==> config.mk <==
export PLATFORM = sky130hd
export DESIGN_NAME = cpu_top
export DESIGN_NICKNAME = d
export VERILOG_FILES = /design/src/cpu_cfg_pkg.sv /design/src/cpu_isa_pkg.sv /design/src/alu.sv /design/src/fetch_unit.sv /design/src/decode_unit.sv /design/src/reg_file.sv /design/src/hazard_unit.sv /design/src/exec_pipeline.sv /design/src/cpu_top.sv
export SDC_FILE = /design/constraint.sdc
export NUM_CORES = 2
export LEC_CHECK = 0
export BUFFER_PORTS_ARGS = -buffer_cell sky130_fd_sc_hd__buf_2
export CORE_MARGIN = 1
export CORE_UTILIZATION = 31
export CTS_CLUSTER_SIZE = 14
export DETAILED_ROUTE_END_ITERATION = 16
export PLACE_DENSITY = 0.48
export SLEW_MARGIN = 25
export SYNTH_ARGS = -nofsm -noshare
export SYNTH_HDL_FRONTEND = slang
export SYNTH_SLANG_ARGS = --single-unit
==> constraint.sdc <==
create_clock -name clk -period 15.89 [get_ports clk]
set_input_delay 1.589 -clock clk [delete_from_list [all_inputs] [get_ports clk]]
set_output_delay 1.589 -clock clk [all_outputs]
set_load 0.005 [all_outputs]
==> src/cpu_cfg_pkg.sv <==
/*
 * Widths, register count and reset address shared by every pipeline stage.
 * Stages import it inside the module body and use scoped names in port lists.
 */
package cpu_cfg_pkg;

    // Datapath
    localparam int XLEN = 32;                   // Data and address width
    typedef logic [XLEN-1:0] word_t;            // One data or address word

    // Register file
    localparam int NUM_REGS = 32;
    localparam int REG_AW   = $clog2(NUM_REGS); // Register number width
    typedef logic [REG_AW-1:0] reg_addr_t;

    // Fetch
    localparam word_t RESET_PC = '0;            // First fetch address after reset
    localparam word_t PC_STEP  = 32'd4;         // Byte step per instruction

endpackage

==> src/cpu_isa_pkg.sv <==
/*
 * Instruction encoding for the load/store core.
 * Field bounds, opcode bits and ALU operation codes used by decode and execute.
 */
package cpu_isa_pkg;

    typedef logic [31:0] instr_t;   // One instruction word
    typedef logic [5:0]  opcode_t;  // Top six bits of the instruction

    localparam instr_t NOP_INSTR = '0; // All zero word does nothing

    // Field bounds
    localparam int OP_MSB    = 31;
    localparam int OP_LSB    = 26;
    localparam int RS_MSB    = 25;
    localparam int RS_LSB    = 21;
    localparam int RT_MSB    = 20;
    localparam int RT_LSB    = 16;
    localparam int RD_MSB    = 15;
    localparam int RD_LSB    = 11;
    localparam int FUNCT_MSB = 5;
    localparam int FUNCT_LSB = 0;
    localparam int IMM_MSB   = 25;
    localparam int IMM_LSB   = 0;
    localparam int IMM_W     = 26; // Load immediate width before sign extension

    // Opcode control bits
    localparam int OP_MEM_BIT = 3; // Memory access
    localparam int OP_WB_BIT  = 2; // Write back, or load when OP_MEM_BIT is set

    // Named opcodes, top bits 01 mark load immediate
    localparam opcode_t OP_ALU    = 6'b000000; // Result dropped
    localparam opcode_t OP_ALU_WB = 6'b000100;
    localparam opcode_t OP_STORE  = 6'b001000;
    localparam opcode_t OP_LOAD   = 6'b001100;
    localparam opcode_t OP_LI     = 6'b010000;

    // ALU operation, taken from funct[5:3]
    typedef logic [2:0] alu_op_t;
    localparam alu_op_t ALU_ADD  = 3'd0;
    localparam alu_op_t ALU_SUB  = 3'd1;
    localparam alu_op_t ALU_AND  = 3'd2;
    localparam alu_op_t ALU_OR   = 3'd3;
    localparam alu_op_t ALU_XOR  = 3'd4;
    localparam alu_op_t ALU_PASS = 3'd7; // Operand a straight through

    // EX operand source
    typedef logic [1:0] fwd_sel_t;
    localparam fwd_sel_t FWD_REG = 2'd0; // Value read in decode
    localparam fwd_sel_t FWD_WB  = 2'd1; // MEM/WB write-back data
    localparam fwd_sel_t FWD_MEM = 2'd2; // EX/MEM ALU result

endpackage

==> src/alu.sv <==
/*
 * Combinational ALU for the execute stage.
 * Add, subtract, and, or, xor, plus a pass of operand a for load immediate.
 */
`timescale 1ns/1ps

module alu (
    input  cpu_cfg_pkg::word_t   a,
    input  cpu_cfg_pkg::word_t   b,
    input  cpu_isa_pkg::alu_op_t op,
    output cpu_cfg_pkg::word_t   y
);
    import cpu_isa_pkg::*;

    always_comb
    begin
        case (op)
            ALU_ADD:  y = a + b;  // Wraps modulo 2^32
            ALU_SUB:  y = a - b;
            ALU_AND:  y = a & b;
            ALU_OR:   y = a | b;
            ALU_XOR:  y = a ^ b;
            ALU_PASS: y = a;      // Sign-extended immediate arrives on a
            default:  y = '0;     // Unused codes
        endcase
    end

endmodule

==> src/fetch_unit.sv <==
/*
 * Instruction fetch stage. Drives the instruction address from the PC
 * and captures the returned word into IF/ID, holding both while stalled.
 */
`timescale 1ns/1ps

module fetch_unit (
    input  logic                clk,
    input  logic                rst,
    input  logic                stall,     // Load-use hold from hazard unit
    input  cpu_isa_pkg::instr_t i_data,    // Combinational instruction memory
    output cpu_cfg_pkg::word_t  i_addr,
    output cpu_isa_pkg::instr_t if_instr   // IF/ID instruction register
);
    import cpu_cfg_pkg::*;
    import cpu_isa_pkg::*;

    word_t pc;

    assign i_addr = pc;

    // Program counter
    always_ff @(posedge clk)
    begin
        if (rst)
            pc <= RESET_PC;
        else if (!stall)
            pc <= pc + PC_STEP; // Plain sequential fetch, no branches
    end

    // IF/ID register
    always_ff @(posedge clk)
    begin
        if (rst)
            if_instr <= NOP_INSTR;
        else if (!stall)
            if_instr <= i_data; // Held so decode retries after the bubble
    end

    // Fetch address only steps forward or holds
    pc_step_chk: assert property (
        @(posedge clk) disable iff (rst)
        ($past(rst) == 1'b0) |-> (i_addr == $past(i_addr) + PC_STEP) ||
                                 (i_addr == $past(i_addr))
    ) else $error("i_addr moved by something other than PC_STEP");

endmodule

==> src/decode_unit.sv <==
/*
 * Decode stage. Splits the IF/ID word, drives register file reads and
 * loads the ID/EX register, or a bubble with all control cleared on stall.
 */
`timescale 1ns/1ps

module decode_unit (
    input  logic                    clk,
    input  logic                    rst,
    input  logic                    stall,
    input  cpu_isa_pkg::instr_t     if_instr,
    input  cpu_cfg_pkg::word_t      rs_data,   // Register file read data
    input  cpu_cfg_pkg::word_t      rt_data,
    output cpu_cfg_pkg::reg_addr_t  rs_addr,   // Combinational read addresses
    output cpu_cfg_pkg::reg_addr_t  rt_addr,
    output cpu_cfg_pkg::reg_addr_t  id_rs,
    output cpu_cfg_pkg::reg_addr_t  id_rt,
    output cpu_cfg_pkg::reg_addr_t  id_rd,
    output cpu_cfg_pkg::word_t      id_a,
    output cpu_cfg_pkg::word_t      id_b,
    output cpu_cfg_pkg::word_t      id_imm,
    output cpu_isa_pkg::alu_op_t    id_alu_op,
    output logic                    id_alu_src, // Immediate replaces operand a
    output logic                    id_mem_rd,
    output logic                    id_mem_wr,
    output logic                    id_wr_reg
);
    import cpu_cfg_pkg::*;
    import cpu_isa_pkg::*;

    opcode_t                    op;
    reg_addr_t                  rd_field;
    logic [FUNCT_MSB:FUNCT_LSB] funct;
    logic [IMM_W-1:0]           imm;
    word_t                      imm_se;
    logic                       is_li;      // Load immediate into r0
    logic                       is_r;       // One of the kept R-format opcodes
    logic                       dec_mem_rd;
    logic                       dec_mem_wr;
    logic                       dec_wr_reg;
    alu_op_t                    dec_alu_op;

    // Field split
    assign op       = if_instr[OP_MSB:OP_LSB];
    assign rs_addr  = if_instr[RS_MSB:RS_LSB];
    assign rt_addr  = if_instr[RT_MSB:RT_LSB];
    assign rd_field = if_instr[RD_MSB:RD_LSB];
    assign funct    = if_instr[FUNCT_MSB:FUNCT_LSB];
    assign imm      = if_instr[IMM_MSB:IMM_LSB];
    assign imm_se   = {{(XLEN-IMM_W){imm[IMM_W-1]}}, imm};

    // Top bits 01 is load immediate whatever the low op bits hold
    assign is_li = (op[5:4] == OP_LI[5:4]);
    assign is_r  = (op == OP_ALU) || (op == OP_ALU_WB) ||
                   (op == OP_STORE) || (op == OP_LOAD); // Anything else is a NOP

    // Control decode from the op bits
    assign dec_mem_rd = is_r & op[OP_MEM_BIT] & op[OP_WB_BIT];
    assign dec_mem_wr = is_r & op[OP_MEM_BIT] & ~op[OP_WB_BIT];
    assign dec_wr_reg = is_li | (is_r & op[OP_WB_BIT]); // Loads write rd as well
    assign dec_alu_op = is_li ? ALU_PASS : funct[FUNCT_MSB -: $bits(alu_op_t)];

    // ID/EX register
    always_ff @(posedge clk)
    begin
        id_a      <= rs_data;
        id_b      <= rt_data;
        id_imm    <= imm_se;
        id_alu_op <= dec_alu_op;
        if (rst)
        begin
            id_rs      <= '0;
            id_rt      <= '0;
            id_rd      <= '0;
            id_alu_src <= 1'b0;
            id_mem_rd  <= 1'b0;
            id_mem_wr  <= 1'b0;
            id_wr_reg  <= 1'b0;
        end
        else
        begin
            id_rs <= rs_addr;
            id_rt <= rt_addr;
            id_rd <= is_li ? reg_addr_t'(0) : rd_field; // Load immediate targets r0
            id_alu_src <= is_li & ~stall;
            id_mem_rd  <= dec_mem_rd & ~stall;           // Bubble on load-use
            id_mem_wr  <= dec_mem_wr & ~stall;
            id_wr_reg  <= dec_wr_reg & ~stall;
        end
    end

endmodule

==> src/reg_file.sv <==
/*
 * 32 x 32 register file with two combinational read ports and one write port.
 * A read of the register being written in the same cycle returns the new data.
 */
`timescale 1ns/1ps

module reg_file (
    input  logic                    clk,
    input  logic                    rst,
    input  cpu_cfg_pkg::reg_addr_t  rs_addr,
    input  cpu_cfg_pkg::reg_addr_t  rt_addr,
    input  cpu_cfg_pkg::reg_addr_t  wb_addr,
    input  cpu_cfg_pkg::word_t      wb_data,
    input  logic                    wb_wr,
    output cpu_cfg_pkg::word_t      rs_data,
    output cpu_cfg_pkg::word_t      rt_data
);
    import cpu_cfg_pkg::*;

    word_t regs [NUM_REGS];     // r0 is an ordinary register

    // Write-through read, WB result bypasses the array
    function automatic word_t read_port(input reg_addr_t addr);
        if (wb_wr && (wb_addr == addr))
            return wb_data;
        return regs[addr];
    endfunction

    always_comb
    begin
        rs_data = read_port(rs_addr);
        rt_data = read_port(rt_addr);
    end

    always_ff @(posedge clk)
    begin
        if (rst)
        begin
            for (int i = 0; i < NUM_REGS; i++)
            begin
                regs[i] <= '0;
            end
        end
        else if (wb_wr)
            regs[wb_addr] <= wb_data;
    end

    // Write-back data comes from the far end of the pipeline
    wb_known_chk: assert property (
        @(posedge clk) disable iff (rst) wb_wr |-> !$isunknown(wb_data)
    ) else $error("Register write with unknown data");

endmodule

==> src/hazard_unit.sv <==
/*
 * Load-use stall detection and EX operand forwarding selects.
 * Purely combinational, clock and reset feed only the checker.
 */
`timescale 1ns/1ps

module hazard_unit (
    input  logic                    clk,
    input  logic                    rst,
    input  cpu_cfg_pkg::reg_addr_t  rs_addr,   // Instruction in decode
    input  cpu_cfg_pkg::reg_addr_t  rt_addr,
    input  cpu_cfg_pkg::reg_addr_t  id_rs,     // Instruction in execute
    input  cpu_cfg_pkg::reg_addr_t  id_rt,
    input  cpu_cfg_pkg::reg_addr_t  id_rd,
    input  logic                    id_mem_rd,
    input  cpu_cfg_pkg::reg_addr_t  ex_rd,     // EX/MEM destination
    input  logic                    ex_wr_reg,
    input  logic                    ex_mem_rd,
    input  cpu_cfg_pkg::reg_addr_t  wb_addr,   // MEM/WB destination
    input  logic                    wb_wr,
    output logic                    stall,
    output cpu_isa_pkg::fwd_sel_t   fwd_a,
    output cpu_isa_pkg::fwd_sel_t   fwd_b
);
    import cpu_cfg_pkg::*;
    import cpu_isa_pkg::*;

    // Newest producer wins, a load in EX/MEM has no data yet
    function automatic fwd_sel_t pick_src(input reg_addr_t src);
        if (ex_wr_reg && !ex_mem_rd && (ex_rd == src))
            return FWD_MEM;
        if (wb_wr && (wb_addr == src))
            return FWD_WB;
        return FWD_REG;
    endfunction

    always_comb
    begin
        fwd_a = pick_src(id_rs);
        fwd_b = pick_src(id_rt);
    end

    // Load in EX feeding the instruction in decode
    assign stall = id_mem_rd && ((id_rd == rs_addr) || (id_rd == rt_addr));

    // The bubble behind a load can never request another stall
    stall_once_chk: assert property (
        @(posedge clk) disable iff (rst) stall |=> !stall
    ) else $error("Stall held for two cycles");

endmodule

==> src/exec_pipeline.sv <==
/*
 * Execute, memory and write-back stages. Forwarding muxes and the ALU feed
 * EX/MEM, which drives the data port, and MEM/WB selects the register result.
 */
`timescale 1ns/1ps

module exec_pipeline (
    input  logic                    clk,
    input  logic                    rst,
    input  cpu_cfg_pkg::word_t      id_a,
    input  cpu_cfg_pkg::word_t      id_b,
    input  cpu_cfg_pkg::word_t      id_imm,
    input  cpu_cfg_pkg::reg_addr_t  id_rd,
    input  cpu_isa_pkg::alu_op_t    id_alu_op,
    input  logic                    id_alu_src,
    input  logic                    id_mem_rd,
    input  logic                    id_mem_wr,
    input  logic                    id_wr_reg,
    input  cpu_isa_pkg::fwd_sel_t   fwd_a,
    input  cpu_isa_pkg::fwd_sel_t   fwd_b,
    input  cpu_cfg_pkg::word_t      d_rdata,
    output cpu_cfg_pkg::word_t      d_addr,
    output cpu_cfg_pkg::word_t      d_wdata,
    output logic                    d_rd,
    output logic                    d_wr,
    output cpu_cfg_pkg::reg_addr_t  ex_rd,
    output logic                    ex_wr_reg,
    output logic                    ex_mem_rd,
    output cpu_cfg_pkg::reg_addr_t  wb_addr,
    output cpu_cfg_pkg::word_t      wb_data,
    output logic                    wb_wr
);
    import cpu_cfg_pkg::*;
    import cpu_isa_pkg::*;

    word_t opnd_a, opnd_b;      // Forwarded register operands
    word_t alu_a, alu_y;
    word_t ex_result;           // EX/MEM ALU result, also the data address
    word_t ex_store;            // EX/MEM store data from rt
    logic  ex_mem_wr;
    word_t wb_mem_data;         // MEM/WB payload
    word_t wb_alu;
    logic  wb_load;

    function automatic word_t fwd_mux(input fwd_sel_t sel, input word_t reg_val);
        case (sel)
            FWD_MEM: return ex_result;
            FWD_WB:  return wb_data;
            default: return reg_val;
        endcase
    endfunction

    always_comb
    begin
        opnd_a = fwd_mux(fwd_a, id_a);
        opnd_b = fwd_mux(fwd_b, id_b);
    end

    assign alu_a = id_alu_src ? id_imm : opnd_a; // Load immediate path

    alu u_alu (
        .a  (alu_a),
        .b  (opnd_b),
        .op (id_alu_op),
        .y  (alu_y)
    );

    // EX/MEM register
    always_ff @(posedge clk)
    begin
        ex_result <= alu_y;
        ex_store  <= opnd_b;
        ex_rd     <= id_rd;
        if (rst)
        begin
            ex_wr_reg <= 1'b0;
            ex_mem_rd <= 1'b0;
            ex_mem_wr <= 1'b0;
        end
        else
        begin
            ex_wr_reg <= id_wr_reg;
            ex_mem_rd <= id_mem_rd;
            ex_mem_wr <= id_mem_wr;
        end
    end

    // Data memory port
    assign d_addr  = ex_result;
    assign d_wdata = ex_store;
    assign d_rd    = ex_mem_rd;
    assign d_wr    = ex_mem_wr; // Memory commits on the closing edge

    // MEM/WB register
    always_ff @(posedge clk)
    begin
        wb_mem_data <= d_rdata;
        wb_alu      <= ex_result;
        wb_addr     <= ex_rd;
        if (rst)
        begin
            wb_load <= 1'b0;
            wb_wr   <= 1'b0;
        end
        else
        begin
            wb_load <= ex_mem_rd;
            wb_wr   <= ex_wr_reg;
        end
    end

    assign wb_data = wb_load ? wb_mem_data : wb_alu;

    // Decode never marks one instruction as both load and store
    mem_excl_chk: assert property (
        @(posedge clk) disable iff (rst) !(d_rd && d_wr)
    ) else $error("Data read and write in the same cycle");

endmodule

==> src/cpu_top.sv <==
/*
 * Top level of the five-stage load/store core.
 * Connects fetch, decode, register file, hazard unit and execute pipeline.
 */
`timescale 1ns/1ps

module cpu_top (
    input  logic                clk,
    input  logic                rst,
    input  cpu_isa_pkg::instr_t i_data,
    input  cpu_cfg_pkg::word_t  d_rdata,
    output cpu_cfg_pkg::word_t  i_addr,
    output cpu_cfg_pkg::word_t  d_addr,
    output cpu_cfg_pkg::word_t  d_wdata,
    output logic                d_rd,
    output logic                d_wr
);
    import cpu_cfg_pkg::*;
    import cpu_isa_pkg::*;

    instr_t    if_instr;
    reg_addr_t rs_addr, rt_addr;
    word_t     rs_data, rt_data;
    reg_addr_t id_rs, id_rt, id_rd;
    word_t     id_a, id_b, id_imm;
    alu_op_t   id_alu_op;
    logic      id_alu_src, id_mem_rd, id_mem_wr, id_wr_reg;
    reg_addr_t ex_rd;
    logic      ex_wr_reg, ex_mem_rd;
    reg_addr_t wb_addr;
    word_t     wb_data;
    logic      wb_wr;
    logic      stall;
    fwd_sel_t  fwd_a, fwd_b;

    fetch_unit u_fetch (
        .clk(clk), .rst(rst), .stall(stall), .i_data(i_data),
        .i_addr(i_addr), .if_instr(if_instr)
    );

    decode_unit u_decode (
        .clk(clk), .rst(rst), .stall(stall), .if_instr(if_instr),
        .rs_data(rs_data), .rt_data(rt_data), .rs_addr(rs_addr), .rt_addr(rt_addr),
        .id_rs(id_rs), .id_rt(id_rt), .id_rd(id_rd),
        .id_a(id_a), .id_b(id_b), .id_imm(id_imm), .id_alu_op(id_alu_op),
        .id_alu_src(id_alu_src), .id_mem_rd(id_mem_rd), .id_mem_wr(id_mem_wr),
        .id_wr_reg(id_wr_reg)
    );

    reg_file u_regs (
        .clk(clk), .rst(rst), .rs_addr(rs_addr), .rt_addr(rt_addr),
        .wb_addr(wb_addr), .wb_data(wb_data), .wb_wr(wb_wr),
        .rs_data(rs_data), .rt_data(rt_data)
    );

    hazard_unit u_hazard (
        .clk(clk), .rst(rst), .rs_addr(rs_addr), .rt_addr(rt_addr),
        .id_rs(id_rs), .id_rt(id_rt), .id_rd(id_rd), .id_mem_rd(id_mem_rd),
        .ex_rd(ex_rd), .ex_wr_reg(ex_wr_reg), .ex_mem_rd(ex_mem_rd),
        .wb_addr(wb_addr), .wb_wr(wb_wr),
        .stall(stall), .fwd_a(fwd_a), .fwd_b(fwd_b)
    );

    exec_pipeline u_exec (
        .clk(clk), .rst(rst), .id_a(id_a), .id_b(id_b), .id_imm(id_imm),
        .id_rd(id_rd), .id_alu_op(id_alu_op), .id_alu_src(id_alu_src),
        .id_mem_rd(id_mem_rd), .id_mem_wr(id_mem_wr), .id_wr_reg(id_wr_reg),
        .fwd_a(fwd_a), .fwd_b(fwd_b), .d_rdata(d_rdata),
        .d_addr(d_addr), .d_wdata(d_wdata), .d_rd(d_rd), .d_wr(d_wr),
        .ex_rd(ex_rd), .ex_wr_reg(ex_wr_reg), .ex_mem_rd(ex_mem_rd),
        .wb_addr(wb_addr), .wb_data(wb_data), .wb_wr(wb_wr)
    );

endmodule

==> flow_summary.ini <==
[route]
drt-initial-drc-count = 5572
vias_per_cell = 5.65
vias = 45100
drc_errors = 0
wl_per_cell_um = 31.4
totalWireLength_mm = 251
postRouteAntennaNets = 0
dr.pass1.iters = 6

[yosys]
ys_top_cells_by_area = edfxtp_1 46%, mux4_2 21%, dfxtp_1 9.8%
yosys_warnings = 0
ys_seq_area_frac = 0.556
synth_top_area_frac = 0.459
synthCells = 5031
netlist_top_cells_count = 1149 x nor2_1, 1024 x edfxtp_1, 640 x mux4_2, 382 x clkbuf_1, 327 x dfxtp_1
syn_area_um2 = 67100
yosysUniqueCellTypes = 77
syn_avg_cell_area_um2 = 13.3
synth_top_area_cell = edfxtp_1
ys_ff_latch = 1351
synthFlopType = edfxtp_1
async_reset_ff_frac = 0
synth.most_common_cell = nor2_1
synth_edf_count = 1024

[timing]
tightest_slew_ns = 1.03
finalSetupTns_ns = 0
setup-violations-final = 0
drv_slew = 0
finalHoldViolations = 0
slew_headroom = 0.307
finalWorstPathRequiredPeriod_ns = 6.28
rsz0062_at_grt = false
finalClockSkew_ns = 0.0278
max_freq_mhz = 159
period_share = 0.395

[setup_path]
cp_max_fo = 35
required_ns = 16.57
cp-start-kind = register
r2r_start = u_decode.id_rt[1]
cp.arrival_ns = 6.97
critPathKind = reg -> reg
worstSetupEndpointType = register
worstSetupStartpoint = u_decode.id_rt[1]

[global_route]
grt_max_degree = 129
top_usage_layer = met2
grtUsageTotal = 0.228
grt_pass1_vias = 45000
grtUsageMet3 = 0.0456
grt_antenna_before_repair = 6
grt_remaining_overflow = 0
met2_usage = 0.368
grt_pass1_wl_mm = 348
grtUsageMet1 = 0.300

[clock_tree]
tritoncts = yes
clk_latency_ns = 0.83
cts.reportedPaths.clkPinSlew_ns = 0.06
cts.sinks = 1351
cts_resized = 0
cts_max_level = 4
post-cts-setup-buffers = 0
cts_buffer_depth = 3
ctsHoldBuffers = 0
cts_buffers = 156
cts-root-buf = clkbuf_16

[run]
max_cap_violations = 0

[floorplanning]
placementRows = 170
io_pins = 164
die_x_um = 467
die_h_um = 467
core-area_um2 = 215000
initial_core_util = 0.312
dieArea_um2 = 218000

[final_layout]
nNetsFinal = 5190
syn2layout_area_growth_pct = 14.3
top_register = u_regs.regs
final_cell_area_um2 = 76600
layout-drive-gt1-share = 0.251
largest_register_ffs = 1024

[placement]
port-buffer-count = 161
dpl_cell_area_um2 = 71400
hpwl_mm = 145
gp_congestion = 0.885

[pwr]
peakVddDrop_mv = 0.0901
power.density_nw_per_um2 = 129
leakagePower_uw = 0.0270

[worst_hold_path]
min_path_type = reg -> reg
holdCritStartpoint = u_fetch.if_instr[0]

[run_status]
status = complete, no violations
[layout make-up]
class	count	area [um2]
fill	20700	138000
clock inverter	72	828
timing repair buffer	291	1870
clock buffer	212	4360
sequential	1351	37300
inverter	95	357
multi-input combinational	3126	28300
tap	2838	3550
antenna	3	7.51
[power breakdown]
| part | switching, uW | internal (uW) | total [uW] |
|---|---|---|---|
| sequential | 243 | 4000 | 4250 |
| clock | 1540 | 2170 | 3710 |
| combinational | 1290 | 616 | 1910 |
[cell usage in the layout (no fill, tap or decap), drive strengths merged, types with 4 or more instances in the layout]
cell type	count
nand2	220
o221ai	11
xor2	55
clkbuf	212
nand3	29
mux4	640
bufinv	15
buf	291
nor2	1150
mux2i	47
a211oi	98
o31ai	7
nor3	29
o211ai	7
a21oi	208
nor3b	7
a21o	23
nor4	14
dfxtp	327
nand4	13
edfxtp	1024
clkinv	47
nor2b	88
o21ai	123
nand2b	44
or3	12
and2	8
or4	4
a221oi	10
a22oi	20
ha	102
xnor2	63
or2	8
inv	102
o21a	7
o41ai	5
a31oi	17
and3	20
[worst paths after layout]
check	endpoint	slack [ns]	cells after the start
worst max-delay path	u_exec.d_addr[29]	9.61	20
worst min-delay path	u_decode.id_imm[0]	0.35	0
worst max register to register	u_exec.d_addr[29]	9.61	20
worst min register to register	u_decode.id_imm[0]	0.35	0
[cell families (layout without fill, tap and decap cells)]
group | after synthesis | in the layout | share of synthesized area
compound gates | 561 | 561 | 0.0520
xor+xnor | 118 | 118 | 0.0154
fa+ha+maj | 103 | 103 | 0.0193
buf+inv | 555 | 670 | 0.0316
flops | 1351 | 1351 | 0.556
mux | 687 | 687 | 0.222
other cells | 1 | 5 | 0.0000559
simple gates | 1655 | 1655 | 0.103
[metrics by stage]
| step | hold slack, ns | std cells | power, uW | worst slack, ns | utilization |
|---|---|---|---|---|---|
| 2_1_floorplan | 0.331 | 5032 | 5290 | 10.67 | - |
| 3_3_place_gp | 0.335 | 7699 | 6180 | 9.75 | 0.332 |
| 3_5_place_dp | 0.342 | 7699 | 6190 | 9.76 | 0.332 |
| 4_1_cts | 0.354 | 7983 | 9880 | 9.75 | 0.356 |
| 5_1_grt | 0.361 | 7985 | 10200 | 9.16 | 0.357 |
| 6_report | 0.353 | 7988 | 9870 | 9.61 | 0.357 |
[layer usage]
metal / part of all wire / routed length, um
met5: 0.00011 / 27
met4: 0.038 / 9500
met3: 0.084 / 21000
met2: 0.48 / 119000
met1: 0.40 / 101000
[critical path: stages (launching register included)]
cell	delay, ns
dfxtp_1	0.38
xnor2_1	0.15
nand4_1	0.60
nor2_4	0.65
buf_4	0.41
nand2_1	0.08
o21ai_0	0.21
inv_1	0.15
ha_1	0.28
a21oi_1	0.18
xnor2_1	0.09
ha_1	0.35
a211o_1	0.32
o311ai_0	0.76
nor3_1	0.20
nor2_1	0.28
o31ai_1	0.18
o41a_1	0.38
a21oi_1	0.19
xor2_1	0.17
o221ai_1	0.13
(Power assumes the default switching activity.)
